## src/rv_cfg.svh

```systemverilog
`ifndef RV_CFG_SVH
`define RV_CFG_SVH

`define XLEN 32
`define REG_COUNT 32
`define RESET_PC 32'h0000_0000

// addi x0,x0,0 fills the decode register while it is empty.
`define NOP_INSTR 32'h0000_0013

`endif

```

## src/rv_pkg.sv

```systemverilog
package rv_pkg;

    typedef enum logic [3:0] {
        alu_add,
        alu_sub,
        alu_sll,
        alu_slt,
        alu_sltu,
        alu_xor,
        alu_srl,
        alu_sra,
        alu_or,
        alu_and,
        alu_pass_b  // operand b straight through, used by lui.
    } alu_op_t;

    typedef enum logic [2:0] {
        bcu_none,
        bcu_beq,
        bcu_bne,
        bcu_blt,
        bcu_bge,
        bcu_bltu,
        bcu_bgeu
    } bcu_op_t;

    typedef enum logic [3:0] {
        except_misaligned_fetch    = 4'd0,
        except_illegal_instruction = 4'd2,
        except_breakpoint          = 4'd3,
        except_env_call_mach       = 4'd11
    } ecause_t;

endpackage

```

## src/decode_stage.sv

```systemverilog
`include "rv_cfg.svh"

module decode_stage (
    input  logic             clock,
    input  logic             reset,
    input  logic             instr_valid,
    output logic             instr_ready,
    input  logic [`XLEN-1:0] instr_pc,
    input  logic [31:0]      instr_data,
    input  logic             redirect,
    input  logic [`XLEN-1:0] redirect_target,
    input  logic             exe_ready,
    output logic             dec_valid,
    output logic [`XLEN-1:0] dec_pc,
    output logic [`XLEN-1:0] dec_imm,
    output logic [4:0]       dec_waddr,
    output logic [4:0]       dec_raddr1,
    output logic [4:0]       dec_raddr2,
    output logic             dec_wren,
    output logic             dec_rden1,
    output logic             dec_rden2,
    output logic             dec_auipc,
    output logic             dec_lui,
    output logic             dec_jal,
    output logic             dec_jalr,
    output logic             dec_branch,
    output logic             dec_ecall,
    output logic             dec_ebreak,
    output logic             dec_legal,
    output rv_pkg::alu_op_t  dec_alu_op,
    output rv_pkg::bcu_op_t  dec_bcu_op,
    output logic [31:0]      dec_instr
);
    import rv_pkg::*;

    logic             active;
    logic             hold;
    logic             keep;
    logic [`XLEN-1:0] expect_pc;
    logic [`XLEN-1:0] match_pc;
    logic [31:0]      next_instr;
    logic [`XLEN-1:0] d_imm;
    logic [4:0]       d_waddr;
    logic [4:0]       d_raddr1;
    logic [4:0]       d_raddr2;
    logic             d_wren;
    logic             d_rden1;
    logic             d_rden2;
    logic             d_auipc;
    logic             d_lui;
    logic             d_jal;
    logic             d_jalr;
    logic             d_branch;
    logic             d_ecall;
    logic             d_ebreak;
    logic             d_legal;
    alu_op_t          d_alu_op;
    bcu_op_t          d_bcu_op;

    assign hold = dec_valid && !exe_ready;
    assign instr_ready = active && !hold;
    assign match_pc = redirect ? redirect_target : expect_pc;  // a jump target wins at once.
    assign keep = instr_valid && instr_ready && (instr_pc == match_pc);
    assign next_instr = keep ? instr_data : `NOP_INSTR;

    instr_decoder instr_decoder_inst (
        .instr  (next_instr),
        .imm    (d_imm),
        .waddr  (d_waddr),
        .raddr1 (d_raddr1),
        .raddr2 (d_raddr2),
        .wren   (d_wren),
        .rden1  (d_rden1),
        .rden2  (d_rden2),
        .auipc  (d_auipc),
        .lui    (d_lui),
        .jal    (d_jal),
        .jalr   (d_jalr),
        .branch (d_branch),
        .ecall  (d_ecall),
        .ebreak (d_ebreak),
        .legal  (d_legal),
        .alu_op (d_alu_op),
        .bcu_op (d_bcu_op)
    );

    always_ff @(posedge clock) begin
        if (!reset) begin
            active <= 1'b0;
            dec_valid <= 1'b0;
            expect_pc <= `RESET_PC;
        end else begin
            active <= 1'b1;
            dec_valid <= keep || hold;  // an entry leaving to execute empties the register.
            expect_pc <= keep ? match_pc + 4 : match_pc;
        end
    end

    always_ff @(posedge clock) begin
        if (!hold) begin
            dec_pc <= instr_pc;
            dec_instr <= next_instr;
            dec_imm <= d_imm;
            dec_waddr <= d_waddr;
            dec_raddr1 <= d_raddr1;
            dec_raddr2 <= d_raddr2;
            dec_wren <= d_wren;
            dec_rden1 <= d_rden1;
            dec_rden2 <= d_rden2;
            dec_auipc <= d_auipc;
            dec_lui <= d_lui;
            dec_jal <= d_jal;
            dec_jalr <= d_jalr;
            dec_branch <= d_branch;
            dec_ecall <= d_ecall;
            dec_ebreak <= d_ebreak;
            dec_legal <= d_legal;
            dec_alu_op <= d_alu_op;
            dec_bcu_op <= d_bcu_op;
        end
    end

    assert property (@(posedge clock) disable iff (!reset)
        redirect |=> !dec_valid || $past(instr_pc) == $past(redirect_target));

endmodule

```

## src/execute_stage.sv

```systemverilog
`include "rv_cfg.svh"

module execute_stage (
    input  logic              clock,
    input  logic              reset,
    input  logic              dec_valid,
    input  logic [`XLEN-1:0]  dec_pc,
    input  logic [`XLEN-1:0]  dec_imm,
    input  logic [4:0]        dec_waddr,
    input  logic [4:0]        dec_raddr1,
    input  logic [4:0]        dec_raddr2,
    input  logic              dec_wren,
    input  logic              dec_rden1,
    input  logic              dec_rden2,
    input  logic              dec_auipc,
    input  logic              dec_lui,
    input  logic              dec_jal,
    input  logic              dec_jalr,
    input  logic              dec_branch,
    input  logic              dec_ecall,
    input  logic              dec_ebreak,
    input  logic              dec_legal,
    input  rv_pkg::alu_op_t   dec_alu_op,
    input  rv_pkg::bcu_op_t   dec_bcu_op,
    input  logic [31:0]       dec_instr,
    output logic              exe_ready,
    input  logic [`XLEN-1:0]  rdata1,
    input  logic [`XLEN-1:0]  rdata2,
    input  logic              res_fwd_valid,
    input  logic [4:0]        res_fwd_waddr,
    input  logic [`XLEN-1:0]  res_fwd_wdata,
    input  logic              res_ready,
    output logic              exe_valid,
    output logic [`XLEN-1:0]  exe_pc,
    output logic              exe_wren,
    output logic [4:0]        exe_waddr,
    output logic [`XLEN-1:0]  exe_wdata,
    output logic              exe_jump,
    output logic [`XLEN-1:0]  exe_target,
    output logic              exe_exception,
    output rv_pkg::ecause_t   exe_ecause,
    output logic              redirect,
    output logic [`XLEN-1:0]  redirect_target
);
    import rv_pkg::*;

    logic             transfer;
    logic [`XLEN-1:0] op1;
    logic [`XLEN-1:0] op2;
    logic [`XLEN-1:0] alu_a;
    logic [`XLEN-1:0] alu_b;
    logic [`XLEN-1:0] alu_res;
    logic [`XLEN-1:0] target;
    logic             taken;
    logic             jump;
    logic             wren;
    logic [`XLEN-1:0] wdata;
    logic             exception;
    ecause_t          ecause;

    // the younger write in the execute register beats the one waiting to retire.
    function automatic logic [`XLEN-1:0] bypass(input logic [4:0] addr,
                                                input logic [`XLEN-1:0] file_data);
        if (exe_valid && exe_wren && exe_waddr == addr) begin
            return exe_wdata;
        end else if (res_fwd_valid && res_fwd_waddr == addr) begin
            return res_fwd_wdata;
        end
        return file_data;
    endfunction

    assign exe_ready = !exe_valid || res_ready;
    assign transfer = dec_valid && exe_ready;
    assign op1 = dec_rden1 ? bypass(dec_raddr1, rdata1) : '0;
    assign op2 = dec_rden2 ? bypass(dec_raddr2, rdata2) : '0;
    assign alu_a = dec_auipc ? dec_pc : (dec_lui ? '0 : op1);
    assign alu_b = dec_rden2 ? op2 : dec_imm;

    always_comb begin
        case (dec_alu_op)
            alu_add: alu_res = alu_a + alu_b;
            alu_sub: alu_res = alu_a - alu_b;
            alu_sll: alu_res = alu_a << alu_b[4:0];
            alu_slt: alu_res = `XLEN'($signed(alu_a) < $signed(alu_b));
            alu_sltu: alu_res = `XLEN'(alu_a < alu_b);
            alu_xor: alu_res = alu_a ^ alu_b;
            alu_srl: alu_res = alu_a >> alu_b[4:0];
            alu_sra: alu_res = $signed(alu_a) >>> alu_b[4:0];
            alu_or: alu_res = alu_a | alu_b;
            alu_and: alu_res = alu_a & alu_b;
            default: alu_res = alu_b;
        endcase
    end

    always_comb begin
        case (dec_bcu_op)
            bcu_beq: taken = (op1 == op2);
            bcu_bne: taken = (op1 != op2);
            bcu_blt: taken = ($signed(op1) < $signed(op2));
            bcu_bge: taken = ($signed(op1) >= $signed(op2));
            bcu_bltu: taken = (op1 < op2);
            bcu_bgeu: taken = (op1 >= op2);
            default: taken = 1'b0;
        endcase
    end

    always_comb begin
        target = dec_jalr ? ((op1 + dec_imm) & ~`XLEN'd1) : dec_pc + dec_imm;
        jump = dec_jal || dec_jalr || (dec_branch && taken);
        wren = dec_wren;
        wdata = (dec_jal || dec_jalr) ? dec_pc + 4 : alu_res;
        exception = 1'b1;
        ecause = except_misaligned_fetch;
        if (!dec_legal) begin
            ecause = except_illegal_instruction;
        end else if (dec_ebreak) begin
            ecause = except_breakpoint;
        end else if (dec_ecall) begin
            ecause = except_env_call_mach;
        end else if (!(jump && target[1])) begin
            exception = 1'b0;
        end
        if (exception) begin
            wren = 1'b0;
            jump = 1'b0;
        end
    end

    assign redirect = transfer && jump;
    assign redirect_target = target;

    always_ff @(posedge clock) begin
        if (!reset) begin
            exe_valid <= 1'b0;
        end else if (exe_ready) begin
            exe_valid <= dec_valid;
        end
    end

    always_ff @(posedge clock) begin
        if (transfer) begin
            exe_pc <= dec_pc;
            exe_wren <= wren;
            exe_waddr <= dec_waddr;
            exe_wdata <= wdata;
            exe_jump <= jump;
            exe_target <= target;
            exe_exception <= exception;
            exe_ecause <= ecause;
        end
    end

    // decode refills itself with the nop whenever it has nothing to offer.
    assert property (@(posedge clock) disable iff (!reset)
        !dec_valid |-> dec_instr == `NOP_INSTR);

endmodule

```

## src/instr_decoder.sv

```systemverilog
`include "rv_cfg.svh"

module instr_decoder (
    input  logic [31:0]      instr,
    output logic [`XLEN-1:0] imm,
    output logic [4:0]       waddr,
    output logic [4:0]       raddr1,
    output logic [4:0]       raddr2,
    output logic             wren,
    output logic             rden1,
    output logic             rden2,
    output logic             auipc,
    output logic             lui,
    output logic             jal,
    output logic             jalr,
    output logic             branch,
    output logic             ecall,
    output logic             ebreak,
    output logic             legal,
    output rv_pkg::alu_op_t  alu_op,
    output rv_pkg::bcu_op_t  bcu_op
);
    import rv_pkg::*;

    logic [6:0]       opcode;
    logic [2:0]       funct3;
    logic [6:0]       funct7;
    logic             writes;
    logic [`XLEN-1:0] imm_i;
    logic [`XLEN-1:0] imm_b;
    logic [`XLEN-1:0] imm_u;
    logic [`XLEN-1:0] imm_j;

    function automatic alu_op_t alu_sel(input logic [2:0] f3, input logic alt);
        case (f3)
            3'b000: return alt ? alu_sub : alu_add;
            3'b001: return alu_sll;
            3'b010: return alu_slt;
            3'b011: return alu_sltu;
            3'b100: return alu_xor;
            3'b101: return alt ? alu_sra : alu_srl;
            3'b110: return alu_or;
            default: return alu_and;
        endcase
    endfunction

    assign opcode = instr[6:0];
    assign funct3 = instr[14:12];
    assign funct7 = instr[31:25];
    assign waddr = instr[11:7];
    assign raddr1 = instr[19:15];
    assign raddr2 = instr[24:20];
    assign imm_i = {{(`XLEN-12){instr[31]}}, instr[31:20]};
    assign imm_b = {{(`XLEN-12){instr[31]}}, instr[7], instr[30:25], instr[11:8], 1'b0};
    assign imm_u = {instr[31:12], 12'b0};
    assign imm_j = {{(`XLEN-20){instr[31]}}, instr[19:12], instr[20], instr[30:21], 1'b0};
    assign wren = writes && (waddr != 5'd0);  // x0 is never written.

    always_comb begin
        imm = '0;
        writes = 1'b0;
        rden1 = 1'b0;
        rden2 = 1'b0;
        auipc = 1'b0;
        lui = 1'b0;
        jal = 1'b0;
        jalr = 1'b0;
        branch = 1'b0;
        ecall = 1'b0;
        ebreak = 1'b0;
        legal = 1'b0;
        alu_op = alu_add;
        bcu_op = bcu_none;
        case (opcode)
            7'b0110111: begin
                lui = 1'b1;
                writes = 1'b1;
                imm = imm_u;
                alu_op = alu_pass_b;
                legal = 1'b1;
            end
            7'b0010111: begin
                auipc = 1'b1;
                writes = 1'b1;
                imm = imm_u;
                legal = 1'b1;
            end
            7'b1101111: begin
                jal = 1'b1;
                writes = 1'b1;
                imm = imm_j;
                legal = 1'b1;
            end
            7'b1100111: begin
                jalr = 1'b1;
                writes = 1'b1;
                rden1 = 1'b1;
                imm = imm_i;
                legal = (funct3 == 3'b000);
            end
            7'b1100011: begin
                branch = 1'b1;
                rden1 = 1'b1;
                rden2 = 1'b1;
                imm = imm_b;
                legal = (funct3[2:1] != 2'b01);  // funct3 010 and 011 are reserved.
                case (funct3)
                    3'b000: bcu_op = bcu_beq;
                    3'b001: bcu_op = bcu_bne;
                    3'b100: bcu_op = bcu_blt;
                    3'b101: bcu_op = bcu_bge;
                    3'b110: bcu_op = bcu_bltu;
                    3'b111: bcu_op = bcu_bgeu;
                    default: bcu_op = bcu_none;
                endcase
            end
            7'b0010011: begin
                writes = 1'b1;
                rden1 = 1'b1;
                imm = imm_i;
                alu_op = alu_sel(funct3, (funct3 == 3'b101) && instr[30]);
                if (funct3 == 3'b001) begin
                    legal = (funct7 == 7'b0000000);
                end else if (funct3 == 3'b101) begin
                    legal = (funct7 == 7'b0000000) || (funct7 == 7'b0100000);
                end else begin
                    legal = 1'b1;
                end
            end
            7'b0110011: begin
                writes = 1'b1;
                rden1 = 1'b1;
                rden2 = 1'b1;
                alu_op = alu_sel(funct3, instr[30]);
                legal = (funct7 == 7'b0000000) ||
                        ((funct7 == 7'b0100000) && (funct3 == 3'b000 || funct3 == 3'b101));
            end
            7'b1110011: begin
                ecall = (instr == 32'h0000_0073);
                ebreak = (instr == 32'h0010_0073);
                legal = ecall || ebreak;
            end
            default: begin
                legal = 1'b0;
            end
        endcase
    end

endmodule

```

## src/register_file.sv

```systemverilog
`include "rv_cfg.svh"

module register_file (
    input  logic             clock,
    input  logic [4:0]       raddr1,
    input  logic [4:0]       raddr2,
    output logic [`XLEN-1:0] rdata1,
    output logic [`XLEN-1:0] rdata2,
    input  logic             wren,
    input  logic [4:0]       waddr,
    input  logic [`XLEN-1:0] wdata
);

    logic [`XLEN-1:0] regs [`REG_COUNT];

    always_ff @(posedge clock) begin
        if (wren && waddr != 5'd0) begin
            regs[waddr] <= wdata;
        end
    end

    assign rdata1 = (raddr1 == 5'd0) ? '0 : regs[raddr1];
    assign rdata2 = (raddr2 == 5'd0) ? '0 : regs[raddr2];

    // the decoder drops wren for rd x0, so a retiring write never aims at it.
    assert property (@(posedge clock) wren |-> waddr != 5'd0);

endmodule

```

## src/result_stage.sv

```systemverilog
`include "rv_cfg.svh"

module result_stage (
    input  logic             clock,
    input  logic             reset,
    input  logic             exe_valid,
    input  logic [`XLEN-1:0] exe_pc,
    input  logic             exe_wren,
    input  logic [4:0]       exe_waddr,
    input  logic [`XLEN-1:0] exe_wdata,
    input  logic             exe_jump,
    input  logic [`XLEN-1:0] exe_target,
    input  logic             exe_exception,
    input  rv_pkg::ecause_t  exe_ecause,
    output logic             res_ready,
    output logic             retire_valid,
    output logic [`XLEN-1:0] retire_pc,
    output logic             retire_wren,
    output logic [4:0]       retire_waddr,
    output logic [`XLEN-1:0] retire_wdata,
    output logic             retire_jump,
    output logic [`XLEN-1:0] retire_target,
    output logic             retire_exception,
    output rv_pkg::ecause_t  retire_ecause,
    input  logic             retire_ready,
    output logic             rf_wren,
    output logic [4:0]       rf_waddr,
    output logic [`XLEN-1:0] rf_wdata,
    output logic             res_fwd_valid,
    output logic [4:0]       res_fwd_waddr,
    output logic [`XLEN-1:0] res_fwd_wdata
);

    assign res_ready = !retire_valid || retire_ready;
    assign rf_wren = retire_valid && retire_ready && retire_wren;  // commit on the handshake.
    assign rf_waddr = retire_waddr;
    assign rf_wdata = retire_wdata;
    assign res_fwd_valid = retire_valid && retire_wren;
    assign res_fwd_waddr = retire_waddr;
    assign res_fwd_wdata = retire_wdata;

    always_ff @(posedge clock) begin
        if (!reset) begin
            retire_valid <= 1'b0;
        end else if (res_ready) begin
            retire_valid <= exe_valid;
        end
    end

    always_ff @(posedge clock) begin
        if (res_ready && exe_valid) begin
            retire_pc <= exe_pc;
            retire_wren <= exe_wren;
            retire_waddr <= exe_waddr;
            retire_wdata <= exe_wdata;
            retire_jump <= exe_jump;
            retire_target <= exe_target;
            retire_exception <= exe_exception;
            retire_ecause <= exe_ecause;
        end
    end

    assert property (@(posedge clock) disable iff (!reset)
        retire_valid && !retire_ready |=> retire_valid &&
        $stable({retire_pc, retire_wren, retire_waddr, retire_wdata, retire_jump,
                 retire_target, retire_exception, retire_ecause}));

endmodule

```

## src/rv_core.sv

```systemverilog
`include "rv_cfg.svh"

module rv_core (
    input  logic             clock,
    input  logic             reset,
    input  logic             instr_valid,
    output logic             instr_ready,
    input  logic [`XLEN-1:0] instr_pc,
    input  logic [31:0]      instr_data,
    output logic             retire_valid,
    input  logic             retire_ready,
    output logic [`XLEN-1:0] retire_pc,
    output logic             retire_wren,
    output logic [4:0]       retire_waddr,
    output logic [`XLEN-1:0] retire_wdata,
    output logic             retire_jump,
    output logic [`XLEN-1:0] retire_target,
    output logic             retire_exception,
    output rv_pkg::ecause_t  retire_ecause
);
    import rv_pkg::*;

    logic             redirect;
    logic [`XLEN-1:0] redirect_target;
    logic             exe_ready;
    logic             dec_valid;
    logic [`XLEN-1:0] dec_pc;
    logic [`XLEN-1:0] dec_imm;
    logic [4:0]       dec_waddr;
    logic [4:0]       dec_raddr1;
    logic [4:0]       dec_raddr2;
    logic             dec_wren;
    logic             dec_rden1;
    logic             dec_rden2;
    logic             dec_auipc;
    logic             dec_lui;
    logic             dec_jal;
    logic             dec_jalr;
    logic             dec_branch;
    logic             dec_ecall;
    logic             dec_ebreak;
    logic             dec_legal;
    alu_op_t          dec_alu_op;
    bcu_op_t          dec_bcu_op;
    logic [31:0]      dec_instr;
    logic [`XLEN-1:0] rdata1;
    logic [`XLEN-1:0] rdata2;
    logic             res_ready;
    logic             exe_valid;
    logic [`XLEN-1:0] exe_pc;
    logic             exe_wren;
    logic [4:0]       exe_waddr;
    logic [`XLEN-1:0] exe_wdata;
    logic             exe_jump;
    logic [`XLEN-1:0] exe_target;
    logic             exe_exception;
    ecause_t          exe_ecause;
    logic             rf_wren;
    logic [4:0]       rf_waddr;
    logic [`XLEN-1:0] rf_wdata;
    logic             res_fwd_valid;
    logic [4:0]       res_fwd_waddr;
    logic [`XLEN-1:0] res_fwd_wdata;

    decode_stage decode_stage_inst (.*);

    register_file register_file_inst (
        .clock  (clock),
        .raddr1 (dec_raddr1),
        .raddr2 (dec_raddr2),
        .rdata1 (rdata1),
        .rdata2 (rdata2),
        .wren   (rf_wren),
        .waddr  (rf_waddr),
        .wdata  (rf_wdata)
    );

    execute_stage execute_stage_inst (.*);

    result_stage result_stage_inst (.*);

endmodule

```

## config.mk

```make
export PLATFORM = sky130hd
export DESIGN_NAME = rv_core
export DESIGN_NICKNAME = d
export VERILOG_FILES = /design/src/rv_pkg.sv /design/src/decode_stage.sv /design/src/execute_stage.sv /design/src/instr_decoder.sv /design/src/register_file.sv /design/src/result_stage.sv /design/src/rv_core.sv
export VERILOG_INCLUDE_DIRS = /design/src
export SDC_FILE = /design/constraint.sdc
export NUM_CORES = 2
export LEC_CHECK = 0
export BUFFER_PORTS_ARGS = -buffer_cell sky130_fd_sc_hd__buf_2
export CAP_MARGIN = 20
export CORE_ASPECT_RATIO = 0.9
export CORE_UTILIZATION = 57
export CTS_BUF_LIST = sky130_fd_sc_hd__clkbuf_4 sky130_fd_sc_hd__clkbuf_8
export CTS_CLUSTER_DIAMETER = 60
export CTS_CLUSTER_SIZE = 25
export DETAILED_ROUTE_END_ITERATION = 10
export MAX_ROUTING_LAYER = met4
export PLACE_DENSITY = 0.7
export SLEW_MARGIN = 10
export SYNTH_ARGS = -nofsm -noshare
export SYNTH_HDL_FRONTEND = slang
export SYNTH_HIERARCHICAL = 1
export SYNTH_SLANG_ARGS = --single-unit
export TNS_END_PERCENT = 5
```

## constraint.sdc

```tcl
create_clock -name clock -period 8.65 [get_ports clock]
set_input_delay 1.2975 -clock clock [delete_from_list [all_inputs] [get_ports clock]]
set_output_delay 1.2975 -clock clock [all_outputs]
set_load 0.01 [all_outputs]
```

==> impl_metrics.env <==
export IMPL_grt_pass1_wl_um=433000
export IMPL_max_cap_violations=0
export IMPL_max_slew_margin=0.113
export IMPL_crit_arrival_ns=9.37
export IMPL_htree_levels=3
export IMPL_startpoint_type="flop"
export IMPL_die_area_mm2=0.141
export IMPL_worst_path_max_fanout=10
export IMPL_area_growth_pct=12.0
export IMPL_hold_viol=0
export IMPL_gp_congestion=1.06
export IMPL_slowest_delay_ns=0.56
export IMPL_hold_end="result_stage_inst/retire_pc[26]"
export IMPL_path_common_cell="buf_4"
export IMPL_dp_cells=8174
export IMPL_clock_root_buffer="clkbuf_8"
export IMPL_fp_row_count=129
export IMPL_cts_tree="yes"
export IMPL_ant_nets=0
export IMPL_peakVddDrop_uv=197
export IMPL_drtIter0Drc=10700
export IMPL_worst_pin_slew_ns=1.33
export IMPL_layoutNonFillerInstCount=8454
export IMPL_period_needed_ns=8.61
export IMPL_pin_count=178
export IMPL_leakage_nw=31.6
export IMPL_slowest_stage="or4b_4"
export IMPL_drc_errors=0
export IMPL_die_h_um=356
export IMPL_routed_via_density=7.34
export IMPL_skew_ns=0.0814
export IMPL_antenna_found_initial=19
export IMPL_cts_hold_buf=0
export IMPL_crit_buf_inv=13
export IMPL_worstHoldPathType="reg -> reg"
export IMPL_end_kind="flop"
export IMPL_crit_type="reg -> reg"
export IMPL_final_max_slew_viol_count=0
export IMPL_timing_fmax_mhz=116
export IMPL_drt_wirelength_per_cell_um=37.4
export IMPL_outcome="completed"
export IMPL_hp_start="execute_stage_inst/exe_pc[26]"
export IMPL_critPathRequiredTime_ns=9.41
export IMPL_drtPass1Iterations=7
export IMPL_syn_avg_cell_area_um2=13.1
export IMPL_period_share=0.995
export IMPL_wl_um=316000
export IMPL_track_usage=0.449
export IMPL_crit_family="compound AO/OA/AOI/OAI gates"
export IMPL_fin_nets=6783
export IMPL_clk_pin_slew_ns=0.14
export IMPL_reg2regPathDepth=40
export IMPL_timing_rr_end="decode_stage_inst/dec_imm[21]"
export IMPL_overflow=0
export IMPL_cts_sinks=1372
export IMPL_numPortBuffers=177
export IMPL_placed_area_mm2=0.0850
export IMPL_fin_area_mm2=0.0888
export IMPL_yosys_warnings=6
export IMPL_setup_viol=0
export IMPL_cts_buffer_depth=3
export IMPL_dpl_hpwl_um=216000
export IMPL_whs_path_depth=0
export IMPL_clk_latency_ns=0.94
export IMPL_ff2ff_setup_slack_ns=0.04
export IMPL_num_vias=62100
export IMPL_dieWidth_um=395
export IMPL_drive_gt1_frac=0.247
export IMPL_p_per_area_mw_per_mm2=127
export IMPL_core_area_mm2=0.138
export IMPL_syn_area_mm2=0.0792
export IMPL_grt_start_max_net_pins=70
export IMPL_grt_pass1_vias=58100
export IMPL_finalCoreUtilization=0.645
export IMPL_synthCells=6071
export IMPL_holdWs_ns=0.407
export IMPL_r2r_start="decode_stage_inst/dec_raddr1[0]"
export IMPL_initial_core_util=0.576
export IMPL_numCtsBuffers=96
-- how the worst max path moves through the flow --
stage,startpoint,to,slack [ns],depth (start not counted)
6_report,decode_stage_inst/dec_raddr1[0],decode_stage_inst/dec_imm[21],0.04,40
2_1_floorplan,decode_stage_inst/dec_raddr1[0],decode_stage_inst/dec_legal,0.73,35
5_1_grt,decode_stage_inst/dec_raddr1[0],decode_stage_inst/dec_ecall,-0.1,38
3_3_place_gp,decode_stage_inst/dec_raddr1[3],decode_stage_inst/dec_ebreak,0.02,33
3_5_place_dp,decode_stage_inst/dec_raddr1[3],decode_stage_inst/dec_ebreak,-0.06,33
4_1_cts,decode_stage_inst/dec_raddr1[3],decode_stage_inst/dec_imm[11],0.002,32
-- placed cells by master, fill, tap and decap left out, drive strengths merged, types with 29 or more instances in the layout --
cell / instances
clkinv: 35
o221ai: 82
o211ai: 73
and2: 94
nand2b: 40
a311oi: 43
nand4: 91
buf: 810
a31oi: 43
a21o: 75
clkbuf: 115
nand2: 405
nor3: 65
mux4: 357
a211oi: 114
nand3: 92
a21oi: 239
mux2i: 553
a22oi: 74
nor2b: 73
mux2: 94
edfxtp: 1336
and3: 37
conb: 33
nor4: 33
o31ai: 29
ha: 192
nor2: 259
xor2: 35
inv: 189
o21ai: 271
a221oi: 81
dfxtp: 36
xnor2: 109
o22ai: 46
-- what timing repair did --
item	in CTS	in global routing
gates resized for setup	1	91
pin swaps	0	19
cloned	0	14
setup endpoints to repair	3	62
buffers inserted	0	64
-- layout make-up --
cell class	count	area [um2]
Fill cell	10100	48900
Timing Repair Buffer	824	6840
Clock buffer	101	1370
Inverter	153	583
Multi-Input combinational cell	4072	35800
Sequential cell	1372	40800
Clock inverter	80	1020
Tap cell	1834	2290
Antenna cell	18	45.0
-- where the power goes --
part	leakage (nW)	total [mW]	switching, mW	internal (mW)
combinational	16.6	0.171	0.101	0.0701
clock	1.17	3.90	2.56	1.34
sequential	13.8	7.23	0.0401	7.19
-- through the flow --
| step | setup WS (ns) | power (mW) | setup TNS [ns] |
|---|---|---|---|
| finish | 0.0407 | 11.3 | 0 |
| global route | -0.0982 | 11.5 | -2.28 |
| CTS | 0.00223 | 11.3 | 0 |
| detailed placement | -0.0626 | 7.54 | -0.145 |
| global placement | 0.0238 | 7.54 | 0 |
| floorplan | 0.728 | 7.44 | 0 |
-- routing by layer --
metal	vias to the layer above	part of all wire	track usage
met5	-	0	-
met4	0	0.050	0.190
met3	846	0.15	0.128
met2	5485	0.41	0.606
met1	30800	0.38	0.632
li1	25000	-	-
-- state kept, by name, summed over array words and instances, names as in the netlist, 32 cells and up --
register	count
decode_stage_inst/dec_imm	32
decode_stage_inst/dec_pc	32
decode_stage_inst/expect_pc	32
execute_stage_inst/exe_pc	32
execute_stage_inst/exe_target	32
execute_stage_inst/exe_wdata	32
register_file_inst/regs	1024
result_stage_inst/res_fwd_wdata	32
result_stage_inst/retire_pc	32
result_stage_inst/retire_target	32
Power figures use the tool's default switching activity.
